**src/source/wb_pkg.sv**
```systemverilog
package wb_pkg;

	// ****************************************
	// Wishbone classic bus widths
	// ****************************************

	// Byte address width seen by the slave
	localparam int wb_adr_w = 4;

	// Data bus width
	localparam int wb_dat_w = 32;

	// ****************************************
	// Slave handshake states
	// ****************************************

	// Idle waits for cyc and stb, ack holds the one-cycle acknowledge
	typedef enum logic
	{
		st_idle = 1'b0,
		st_ack  = 1'b1
	} wb_state_e;

endpackage

```
**src/source/capture_pkg.sv**
```systemverilog
package capture_pkg;

	// ****************************************
	// Sample path sizes
	// ****************************************

	// Width of one captured sample
	localparam int smp_w = 16;

	// Buffer depth, kept a power of two so pointers wrap on their own
	localparam int fifo_depth = 8;
	localparam int ptr_w = $clog2(fifo_depth);

	// Count has to reach fifo_depth, so one bit wider than a pointer
	localparam int cnt_w = 4;

	// Rate divider field width
	localparam int div_w = 8;

	// Fixed seed and taps for x^16+x^14+x^13+x^11+1
	localparam logic [smp_w-1:0] lfsr_seed = 16'hACE1;
	localparam logic [smp_w-1:0] lfsr_taps = 16'hB400;

	// ****************************************
	// Register map
	// ****************************************

	typedef enum logic [3:0]
	{
		ctrl_addr   = 4'h0,
		status_addr = 4'h4,
		data_addr   = 4'h8
	} reg_addr_e;

	// CTRL fields
	localparam int ctrl_en_bit  = 0;
	localparam int ctrl_clr_bit = 1;
	localparam int ctrl_div_lsb = 8;

	// STATUS fields, count sits in bits 3:0
	localparam int st_empty_bit = 4;
	localparam int st_full_bit  = 5;
	localparam int st_ovf_bit   = 6;

endpackage

```
**src/source/sample_source.sv**
```systemverilog
`timescale 1ns/1ps

module sample_source
(
	input  logic                          rvx_port_10,
	input  logic                          rvx_port_02,
	input  logic                          enable,
	input  logic                          clear,
	input  logic                          full,
	input  logic [capture_pkg::div_w-1:0] divider,
	output logic                          push,
	output logic                          drop,
	output logic [capture_pkg::smp_w-1:0] push_data
);

	import capture_pkg::*;

	// Enabled cycles seen since the last emission
	logic [div_w-1:0] div_cnt;

	// Fibonacci LFSR state
	logic [smp_w-1:0] lfsr;
	logic             feedback;

	// One emission every divider+1 enabled cycles
	// Suppressed while clear restarts the whole path
	logic             emit;

	// ****************************************
	// Rate divider
	// ****************************************

	// Greater-or-equal so a smaller divider written mid-count still fires
	assign emit = enable & ~clear & (div_cnt >= divider);

	always_ff @(posedge rvx_port_10 or negedge rvx_port_02)
	begin
		if (!rvx_port_02)
			div_cnt <= '0;
		else if (clear)
			div_cnt <= '0;
		else if (emit)
			div_cnt <= '0;
		else if (enable)
			div_cnt <= div_cnt + 1'b1;
	end

	// ****************************************
	// Sample generator
	// ****************************************

	// XOR of the tapped bits enters at bit 0
	assign feedback = ^(lfsr & lfsr_taps);

	// Advances on every emission whether pushed or dropped
	always_ff @(posedge rvx_port_10 or negedge rvx_port_02)
	begin
		if (!rvx_port_02)
			lfsr <= lfsr_seed;
		else if (clear)
			lfsr <= lfsr_seed;
		else if (emit)
			lfsr <= {lfsr[smp_w-2:0], feedback};
	end

	// Current word goes out before the shift
	assign push_data = lfsr;

	// Full buffer turns the emission into a drop
	assign push = emit & ~full;
	assign drop = emit & full;

	// Seed and taps keep the register out of the all-zero lock-up state
	a_lfsr_nonzero: assert property (
		@(posedge rvx_port_10) disable iff (!rvx_port_02)
		lfsr != '0
	);

endmodule

```
**src/source/sample_fifo.sv**
```systemverilog
`timescale 1ns/1ps

module sample_fifo
(
	input  logic                          rvx_port_10,
	input  logic                          rvx_port_02,
	input  logic                          push,
	input  logic                          pop,
	input  logic                          clear,
	input  logic [capture_pkg::smp_w-1:0] push_data,
	output logic [capture_pkg::smp_w-1:0] rd_data,
	output logic [capture_pkg::cnt_w-1:0] count,
	output logic                          full,
	output logic                          empty
);

	import capture_pkg::*;

	// Sample storage
	logic [smp_w-1:0] mem [fifo_depth];

	// Circular pointers
	logic [ptr_w-1:0] wr_ptr;
	logic [ptr_w-1:0] rd_ptr;

	// Qualified requests
	logic             wr_en;
	logic             rd_en;

	assign wr_en = push & ~full;
	assign rd_en = pop & ~empty;

	// ****************************************
	// Storage write
	// ****************************************

	always_ff @(posedge rvx_port_10)
	begin
		if (wr_en)
			mem[wr_ptr] <= push_data;
	end

	// First word falls through, visible the cycle after its push
	assign rd_data = mem[rd_ptr];

	// ****************************************
	// Pointers and occupancy
	// ****************************************

	always_ff @(posedge rvx_port_10 or negedge rvx_port_02)
	begin
		if (!rvx_port_02)
		begin
			wr_ptr <= '0;
			rd_ptr <= '0;
			count  <= '0;
		end
		else if (clear)
		begin
			wr_ptr <= '0;
			rd_ptr <= '0;
			count  <= '0;
		end
		else
		begin
			if (wr_en)
				wr_ptr <= wr_ptr + 1'b1;
			if (rd_en)
				rd_ptr <= rd_ptr + 1'b1;
			// Push and pop together leave the count alone
			case ({wr_en, rd_en})
				2'b10:   count <= count + 1'b1;
				2'b01:   count <= count - 1'b1;
				default: count <= count;
			endcase
		end
	end

	assign full  = (count == cnt_w'(fifo_depth));
	assign empty = (count == '0);

	// The source has to turn a full buffer into a drop
	a_no_push_full: assert property (
		@(posedge rvx_port_10) disable iff (!rvx_port_02)
		push |-> !full
	);

endmodule

```
**src/source/csr_slave.sv**
```systemverilog
`timescale 1ns/1ps

module csr_slave
(
	input  logic                          rvx_port_10,
	input  logic                          rvx_port_02,

	// Wishbone classic slave
	input  logic                          cyc,
	input  logic                          stb,
	input  logic                          we,
	input  logic [wb_pkg::wb_adr_w-1:0]   adr,
	input  logic [wb_pkg::wb_dat_w-1:0]   dat_w,
	output logic [wb_pkg::wb_dat_w-1:0]   dat_r,
	output logic                          ack,

	// Control towards the source and the buffer
	output logic                          enable,
	output logic [capture_pkg::div_w-1:0] divider,
	output logic                          clear,
	output logic                          pop,

	// Buffer state and sample
	input  logic [capture_pkg::smp_w-1:0] rd_data,
	input  logic [capture_pkg::cnt_w-1:0] count,
	input  logic                          full,
	input  logic                          empty,
	input  logic                          drop
);

	import wb_pkg::*;
	import capture_pkg::*;

	wb_state_e           state;

	// Request accepted in this cycle
	logic                req;
	reg_addr_e           addr;

	// Sticky drop flag
	logic                ovf;

	// Read value chosen by the decoder
	logic [wb_dat_w-1:0] rd_word;

	assign addr = reg_addr_e'(adr);
	assign req  = cyc & stb & (state == st_idle);

	// ****************************************
	// Bus handshake
	// ****************************************

	// Ack lasts one cycle, then the slave waits for the next request
	always_ff @(posedge rvx_port_10 or negedge rvx_port_02)
	begin
		if (!rvx_port_02)
			state <= st_idle;
		else if (state == st_ack)
			state <= st_idle;
		else if (req)
			state <= st_ack;
	end

	assign ack = (state == st_ack);

	// ****************************************
	// Read decode
	// ****************************************

	always_comb
	begin
		rd_word = '0;
		case (addr)
			ctrl_addr:
			begin
				rd_word[ctrl_en_bit] = enable;
				rd_word[ctrl_div_lsb +: div_w] = divider;
			end
			status_addr:
			begin
				rd_word[cnt_w-1:0]   = count;
				rd_word[st_empty_bit] = empty;
				rd_word[st_full_bit]  = full;
				rd_word[st_ovf_bit]   = ovf;
			end
			data_addr:
			begin
				// Empty buffer reads as zero
				if (!empty)
					rd_word[smp_w-1:0] = rd_data;
			end
			default:
			begin
				rd_word = '0;
			end
		endcase
	end

	// Captured with the request, held through the ack cycle
	always_ff @(posedge rvx_port_10)
	begin
		if (req)
			dat_r <= we ? '0 : rd_word;
	end

	// ****************************************
	// Control register
	// ****************************************

	// Write lands in the ack cycle; clear is a one-cycle pulse
	always_ff @(posedge rvx_port_10 or negedge rvx_port_02)
	begin
		if (!rvx_port_02)
		begin
			enable  <= 1'b0;
			divider <= '0;
			clear   <= 1'b0;
		end
		else
		begin
			clear <= 1'b0;
			if (req && we && (addr == ctrl_addr))
			begin
				enable  <= dat_w[ctrl_en_bit];
				divider <= dat_w[ctrl_div_lsb +: div_w];
				clear   <= dat_w[ctrl_clr_bit];
			end
		end
	end

	// DATA read pops in the ack cycle, only with a word present
	always_ff @(posedge rvx_port_10 or negedge rvx_port_02)
	begin
		if (!rvx_port_02)
			pop <= 1'b0;
		else
			pop <= req & ~we & (addr == data_addr) & ~empty;
	end

	// Overflow stays set until the next clear
	always_ff @(posedge rvx_port_10 or negedge rvx_port_02)
	begin
		if (!rvx_port_02)
			ovf <= 1'b0;
		else if (clear)
			ovf <= 1'b0;
		else if (drop)
			ovf <= 1'b1;
	end

	// Ack rises only one cycle after a sampled request
	a_ack_after_req: assert property (
		@(posedge rvx_port_10) disable iff (!rvx_port_02)
		$rose(ack) |-> $past(cyc && stb)
	);

	// Pop issued against the buffer's own empty flag
	a_no_pop_empty: assert property (
		@(posedge rvx_port_10) disable iff (!rvx_port_02)
		pop |-> !empty
	);

endmodule

```
**src/source/capture_top.sv**
```systemverilog
`timescale 1ns/1ps

module capture_top
(
	input  logic                        rvx_port_10,
	input  logic                        rvx_port_02,
	input  logic                        cyc,
	input  logic                        stb,
	input  logic                        we,
	input  logic [wb_pkg::wb_adr_w-1:0] adr,
	input  logic [wb_pkg::wb_dat_w-1:0] dat_w,
	output logic [wb_pkg::wb_dat_w-1:0] dat_r,
	output logic                        ack
);

	import capture_pkg::*;

	// Control from the register slave
	logic             enable;
	logic [div_w-1:0] divider;
	logic             clear;
	logic             pop;

	// Source to buffer
	logic             push;
	logic             drop;
	logic [smp_w-1:0] push_data;

	// Buffer state
	logic [smp_w-1:0] rd_data;
	logic [cnt_w-1:0] count;
	logic             full;
	logic             empty;

	// ****************************************
	// Register slave
	// ****************************************

	csr_slave i_csr
	(
		.rvx_port_10 (rvx_port_10),
		.rvx_port_02 (rvx_port_02),
		.cyc         (cyc),
		.stb         (stb),
		.we          (we),
		.adr         (adr),
		.dat_w       (dat_w),
		.dat_r       (dat_r),
		.ack         (ack),
		.enable      (enable),
		.divider     (divider),
		.clear       (clear),
		.pop         (pop),
		.rd_data     (rd_data),
		.count       (count),
		.full        (full),
		.empty       (empty),
		.drop        (drop)
	);

	// ****************************************
	// Sample path
	// ****************************************

	sample_source i_source
	(
		.rvx_port_10 (rvx_port_10),
		.rvx_port_02 (rvx_port_02),
		.enable      (enable),
		.clear       (clear),
		.full        (full),
		.divider     (divider),
		.push        (push),
		.drop        (drop),
		.push_data   (push_data)
	);

	sample_fifo i_fifo
	(
		.rvx_port_10 (rvx_port_10),
		.rvx_port_02 (rvx_port_02),
		.push        (push),
		.pop         (pop),
		.clear       (clear),
		.push_data   (push_data),
		.rd_data     (rd_data),
		.count       (count),
		.full        (full),
		.empty       (empty)
	);

endmodule

```
**config.mk**
```make
export PLATFORM = sky130hd
export DESIGN_NAME = capture_top
export DESIGN_NICKNAME = d
export VERILOG_FILES = /design/src/source/wb_pkg.sv /design/src/source/capture_pkg.sv /design/src/source/sample_source.sv /design/src/source/sample_fifo.sv /design/src/source/csr_slave.sv /design/src/source/capture_top.sv
export SDC_FILE = /design/constraint.sdc
export NUM_CORES = 1
export LEC_CHECK = 0
export ABC_AREA = 1
export BUFFER_PORTS_ARGS = -buffer_cell sky130_fd_sc_hd__buf_2
export CAP_MARGIN = 20
export CORE_ASPECT_RATIO = 0.75
export CORE_UTILIZATION = 40
export CTS_CLUSTER_DIAMETER = 200
export DETAILED_ROUTE_END_ITERATION = 7
export GPL_TIMING_DRIVEN = 0
export PLACE_DENSITY = 0.69
export SYNTH_ARGS = -nofsm -noshare
export SYNTH_HDL_FRONTEND = slang
export SYNTH_SLANG_ARGS = --single-unit
```
**constraint.sdc**
```tcl
create_clock -name rvx_port_10 -period 3.5 [get_ports rvx_port_10]
set_input_delay 0 -clock rvx_port_10 [delete_from_list [all_inputs] [get_ports rvx_port_10]]
set_output_delay 0 -clock rvx_port_10 [all_outputs]
set_load 0.02 [all_outputs]
```
==> reports/results.ini, run 1 <==
[status]
status = complete, no violations

[place]
place_congestion = 0.862
io_buffers = 34
dp.cells = 1000
dpl.hpwl_mm = 13.3

[hold_path]
holdCritPathClass = input port to flip-flop
hp-start = adr[2]

[worst_setup_path]
crit_path_cell_trace = ha_1, nand2_1, nor2_1, nand4_1, nand3_2, nand3_4, clkinv_2, nand2_1, nor2_2
critPathArrivalTime_ns = 3.03
cp_top_family = simple AND/OR/NAND/NOR gates
crit_type = flip-flop to flip-flop
start_kind = flip-flop
cpMostUsedCell = nand2_1
crit_path_top_delay_cell = nor2_2
max_stage_delay_ns = 0.86
cp-startpoint = i_source.div_cnt[5]$_DFFE_PN0P_
cp_num_buf_inv = 1
crit_required_ns = 3.54
end_kind = flip-flop
crit_fanout = 16
rr_startpoint = i_source.div_cnt[5]$_DFFE_PN0P_

[route]
ant_nets = 0
viasPerCell = 5.40
routed_wirelength_mm = 20.2
drc = 0
via_count = 5663
drtPass1Iterations = 5
routedWlPerCell_um = 19.3
drtIter0Drc = 616

[yosys]
synth_enable_flop_cells = 144
synth_cells = 691
synth_area_um2 = 8140
yosysWarnings = 0
avgSynthCellArea_um2 = 11.8
ys_seq_area_frac = 0.677
ys_seq_elements = 191
synth_flop_cell = edfxtp_1
async_flop_share = 0.246
yosysUniqueCellTypes = 43

[clocking]
cts_tree = yes
cts-htree-levels = 4
postCtsHoldBufs = 14
cts.sinks = 191
cts_buffers = 17
clockRootBuffer = clkbuf_16
clk_pin_slew_worst_paths_ns = 0.08
postCtsSetupRepairBufs = 0
cts_buffer_depth = 2
clock_latency_ns = 0.43
cts_resized = 0

[floorplan]
ios = 74
initial_core_util = 0.414
num_rows = 44
die_x_um = 167
core_area_um2 = 19700
die-height_um = 126
die_area_um2 = 20900

[global_route]
grt_pass1_wl_mm = 30.9
grt_max_degree = 48
grt.total_usage = 0.197
grt-ovfl-total = 0
antenna_found_initial = 0
grt_pass1_vias = 5387

[layout]
most-common-layout-cells = edfxtp_1, nand2_1, nor2_1
stdcell_count = 1048
layout_commonest_cell = edfxtp_1
fin_nets = 835
drive_gt1_frac = 0.185
synthToLayoutAreaGrowth_pct = 18.0
insertedDiodeCount = 0

[timing]
finalHoldViolCount = 0
rsz0062_at_grt = no
setup_viol = 0
tns_ns = 0
hold_ws_ns = 0.0187
slew_viol_final = 0
slew_headroom = 0.274
max_freq_ghz = 0.334
tightest_slew_ns = 1.09
finalCriticalPeriod_ns = 2.99
fin_skew_ns = 0.0158
finalCritPeriodShare = 0.854

[pwr]
power_uw = 5350
peakVddDrop_v = 0.000364
power_density_nw_per_um2 = 557
p_leak_uw = 0.00372

[flow_run]
maxCapViolCount = 0

-- synth_stat cells (all sizes together) (3+ instances only) --
cell    instances  area [µm²]
edfxtp        144        4320
nor2           95         382
nand2          87         353
o21ai          84         420
inv            48         183
dfrtp          39         976
nand3          33         193
buf            30         193
o221ai         28         245
a21oi          25         136
clkbuf         16        60.1
ha             12         150
o22ai           9        56.3
dfstp           8         210
xor2            6        52.6
nand4           4        40.0
a22oi           3        22.5
clkinv          3        12.5
nor3            3        26.3
o211ai          3        22.5
xnor2           3        26.3
-- logic make-up (layout without fill, tap and decap cells) --
family,after synthesis,after routing,synth area share
AOI/OAI and AO/OA,156,156,0.115
xor gates and xnor gates,9,9,0.00969
adders and majority gates,12,12,0.0185
buffers and inverters,97,186,0.0551
DFF,191,191,0.677
other,1,16,0.000461
and+or+nand+nor,225,225,0.124
-- flip-flops by register name (all words and copies together), names as in the netlist --
register / count
i_fifo.mem: 128
i_csr.clear: 1
i_csr.ovf: 1
i_csr.ack: 1
i_fifo.rd_ptr: 3
i_csr.divider: 8
i_source.div_cnt: 8
i_csr.pop: 1
i_csr.dat_r: 16
i_source.push_data: 16
i_csr.enable: 1
i_fifo.count: 4
i_fifo.wr_ptr: 3
-- worst reg2reg max path, stage by stage (launching register included) --
cell and delay (ns):
dfrtp_1 0.42, ha_1 0.31, nand2_1 0.07, nor2_1 0.12
nand4_1 0.13, nand3_2 0.19, nand3_4 0.19, clkinv_2 0.13
nand2_1 0.16, nor2_2 0.86
-- worst paths after layout --
kind / slack, ns / to / depth (start not counted)
worst max register to register: 0.51 / i_fifo.mem[0][2]$_DFFE_PP_ / 9
worst max-delay path: 0.51 / i_fifo.mem[0][2]$_DFFE_PP_ / 9
worst min register to register: 0.48 / i_csr.pop$_DFF_PN0_ / 1
min in group asynchronous: 0.51 / i_fifo.count[1]$_DFFE_PN0P_ / 3
worst min-delay path: 0.02 / i_csr.divider[0]$_DFFE_PN0P_ / 5
max in group asynchronous: 2.41 / i_source.push_data[6]$_DFFE_PN1P_ / 4
-- layer usage --
metal  GRT usage  share of wire  vias to the layer above
li1            -              -                     2619
met1       0.295           0.47                     2765
met2       0.292           0.44                      253
met3      0.0377          0.076                       26
met4      0.0566          0.014                        0
met5           0              0                        -
-- layout make-up --
type / count / area [µm²]
clock buffers: 17 / 425
fillers: 1697 / 10100
clock inverters: 15 / 175
flip-flops and latches: 191 / 5510
multi-input cells: 418 / 2260
plain buffers: 46 / 253
well taps: 253 / 317
repair buffers: 57 / 470
inverters: 51 / 195
-- metrics by stage --
stage | setup WS, ns | util | cell area (µm²)
2_1_floorplan | 0.963 | - | 8190
3_3_place_gp | -0.0418 | 0.442 | 8680
3_5_place_dp | 0.558 | 0.449 | 8830
4_1_cts | 0.497 | 0.487 | 9570
5_1_grt | 0.361 | 0.489 | 9600
6_report | 0.510 | 0.489 | 9600
-- where the power goes --
group / internal (µW) / switching (µW) / total, µW
clock: 1080 / 905 / 1980
combinational: 202 / 316 / 518
sequential: 2670 / 182 / 2850
No activity file was read; power rests on OpenSTA's default activity.
==> inputs of run 2 (changes only) <==
MAX_ROUTING_LAYER = met4   (was not set)
==> reports/results.ini, run 2 (synthesized netlist as in run 1, its figures left out) <==
[status]
status = complete, no violations  ; unchanged

[place]
place_area_um2 = 8830  ; unchanged
place_congestion = 0.876  ; was 0.862
dp.cells = 1000  ; unchanged
io_buffers = 34  ; unchanged
dpl.hpwl_mm = 13.3  ; unchanged

[global_route]
grt_pass1_wl_mm = 31.0  ; was 30.9 mm
grt_max_degree = 48  ; unchanged
grt_pass1_vias = 5376  ; was 5387
grt-ovfl-total = 0  ; unchanged
grt.total_usage = 0.204  ; was 0.197
antenna_found_initial = 0  ; unchanged

[worst_setup_path]
critPathArrivalTime_ns = 3.02  ; was 3.03 ns
cp.depth = 9  ; unchanged
start_kind = flip-flop  ; unchanged
rr_worst_depth = 9  ; unchanged
crit_fanout = 16  ; unchanged
end_kind = flip-flop  ; unchanged
crit_path_cell_trace = ha_1, nand2_1, nor2_1, nand4_1, nand3_2, nand3_4, clkinv_2, nand2_1, nor2_2  ; unchanged
crit_type = flip-flop to flip-flop  ; unchanged
max_stage_delay_ns = 0.86  ; about the same
cp_num_buf_inv = 1  ; unchanged
cpMostUsedCell = nand2_1  ; unchanged
crit_required_ns = 3.54  ; about the same
cp_top_family = simple AND/OR/NAND/NOR gates  ; unchanged
crit_path_top_delay_cell = nor2_2  ; unchanged

[clocking]
cts.sinks = 191  ; unchanged
postCtsSetupRepairBufs = 0  ; unchanged
cts_resized = 0  ; unchanged
cts_buffer_depth = 2  ; unchanged
cts_buffers = 17  ; unchanged
cts_tree = yes  ; unchanged
postCtsHoldBufs = 14  ; unchanged
clockRootBuffer = clkbuf_16  ; unchanged
clock_latency_ns = 0.43  ; about the same
cts-htree-levels = 4  ; unchanged
clk_pin_slew_worst_paths_ns = 0.08  ; about the same

[layout]
fill_cells = 1697  ; unchanged
largest-register = i_fifo.mem  ; unchanged
stdcell_count = 1048  ; unchanged
drive_gt1_frac = 0.185  ; unchanged
most-common-layout-cells = edfxtp_1, nand2_1, nor2_1  ; unchanged
design_area_um2 = 9600  ; unchanged
utilization = 0.489  ; unchanged
fin_nets = 835  ; unchanged
synthToLayoutAreaGrowth_pct = 18.0  ; unchanged
largest_reg_flops = 128  ; unchanged
layout_commonest_cell = edfxtp_1  ; unchanged
insertedDiodeCount = 0  ; unchanged

[timing]
hold_ws_ns = 0.0203  ; was 0.0187 ns
slew_viol_final = 0  ; unchanged
fin_skew_ns = 0.0152  ; was 0.0158 ns
finalHoldViolCount = 0  ; unchanged
max_freq_ghz = 0.336  ; was 0.334 GHz
tightest_slew_ns = 1.08  ; was 1.09 ns
rsz0062_at_grt = no  ; unchanged
finalCriticalPeriod_ns = 2.98  ; was 2.99 ns
setup_viol = 0  ; unchanged
slew_headroom = 0.281  ; was 0.274
finalCritPeriodShare = 0.851  ; was 0.854

[route]
drtPass1Iterations = 6  ; was 5
routed_wirelength_mm = 20.3  ; was 20.2 mm
via_count = 5642  ; was 5663
drtIter0Drc = 597  ; was 616
routedWlPerCell_um = 19.3  ; about the same
drc = 0  ; unchanged
ant_nets = 0  ; unchanged
viasPerCell = 5.38  ; was 5.40

[pwr]
pwr-share-clk = 0.370  ; about the same
power_uw = 5350  ; about the same
p_comb_frac = 0.097  ; about the same
power_density_nw_per_um2 = 557  ; about the same
p_seq_frac = 0.533  ; about the same
power_switching_uw = 1400  ; about the same
peakVddDrop_v = 0.000363  ; was 0.000364 V
p_int_uw = 3950  ; about the same
p_leak_uw = 0.00372  ; unchanged
switching_share = 0.262  ; about the same

[flow_run]
maxCapViolCount = 0  ; unchanged

[floorplan]
die-height_um = 126  ; unchanged
num_rows = 44  ; unchanged
core_area_um2 = 19700  ; unchanged
initial_core_util = 0.414  ; unchanged
die_area_um2 = 20900  ; unchanged
ios = 74  ; unchanged
die_x_um = 167  ; unchanged

[hold_path]
holdPathStages = 5  ; unchanged
holdCritPathClass = input port to flip-flop  ; unchanged

run 2: cell counts in the layout (fill, tap and decap cells not counted):
No cell type changed its count.
run 2: per-layer routing:
metal | global-route usage | share of wire | wire length (µm)
met1 | 0.295 | 0.47 | 9570
met2 | 0.293 | 0.44 | 8900
met3 | 0.0374 | 0.077 | 1550
met4 | 0.0556 | 0.012 | 245
met5 | - | 0 | 0
run 2: worst min-delay path, stage by stage:
cell     delay, ns
buf_2         0.11
nor3_4        0.08
nand3_2       0.10
nand2_1       0.06
nand2_1       0.06
run 2: final timing paths:
path / startpoint / slack (ns) / endpoint
worst max-delay path: i_source.div_cnt[5]$_DFFE_PN0P_ / 0.52 / i_fifo.mem[0][12]$_DFFE_PP_
worst min-delay path: adr[2] / 0.02 / i_csr.divider[0]$_DFFE_PN0P_
worst max register to register: i_source.div_cnt[5]$_DFFE_PN0P_ / 0.52 / i_fifo.mem[0][12]$_DFFE_PP_
worst min register to register: i_csr.ack$_DFF_PN0_ / 0.48 / i_csr.pop$_DFF_PN0_
max in group asynchronous: rvx_port_02 / 2.41 / i_source.push_data[7]$_DFFE_PN1P_
min in group asynchronous: rvx_port_02 / 0.51 / i_fifo.count[1]$_DFFE_PN0P_
run 2: power by group through the flow:
stage	sequential, µW	clock (µW)	combinational, µW
finish	2850	1980	518
global route	2880	2060	588
CTS	2850	1990	512
detailed placement	2900	0	494
global placement	2890	0	475
floorplan	2840	0	368
run 2: cell type report:
class / count / area, µm² / share of cell area
Sequential cell: 191 / 5510 / 0.574
Multi-Input combinational cell: 418 / 2260 / 0.235
Timing Repair Buffer: 57 / 470 / 0.0490
Clock buffer: 17 / 425 / 0.0443
Tap cell: 253 / 317 / 0.0330
Buffer: 46 / 253 / 0.0263
Inverter: 51 / 195 / 0.0203
Clock inverter: 15 / 175 / 0.0182
run 2: through the flow:
| step | worst slack, ns | TNS, ns |
|---|---|---|
| after global routing | 0.361 | 0 |
| final | 0.520 | 0 |
| after global placement | -0.0418 | -0.638 |
| after CTS | 0.497 | 0 |
| after detailed placement | 0.558 | 0 |
| after floorplan | 0.963 | 0 |
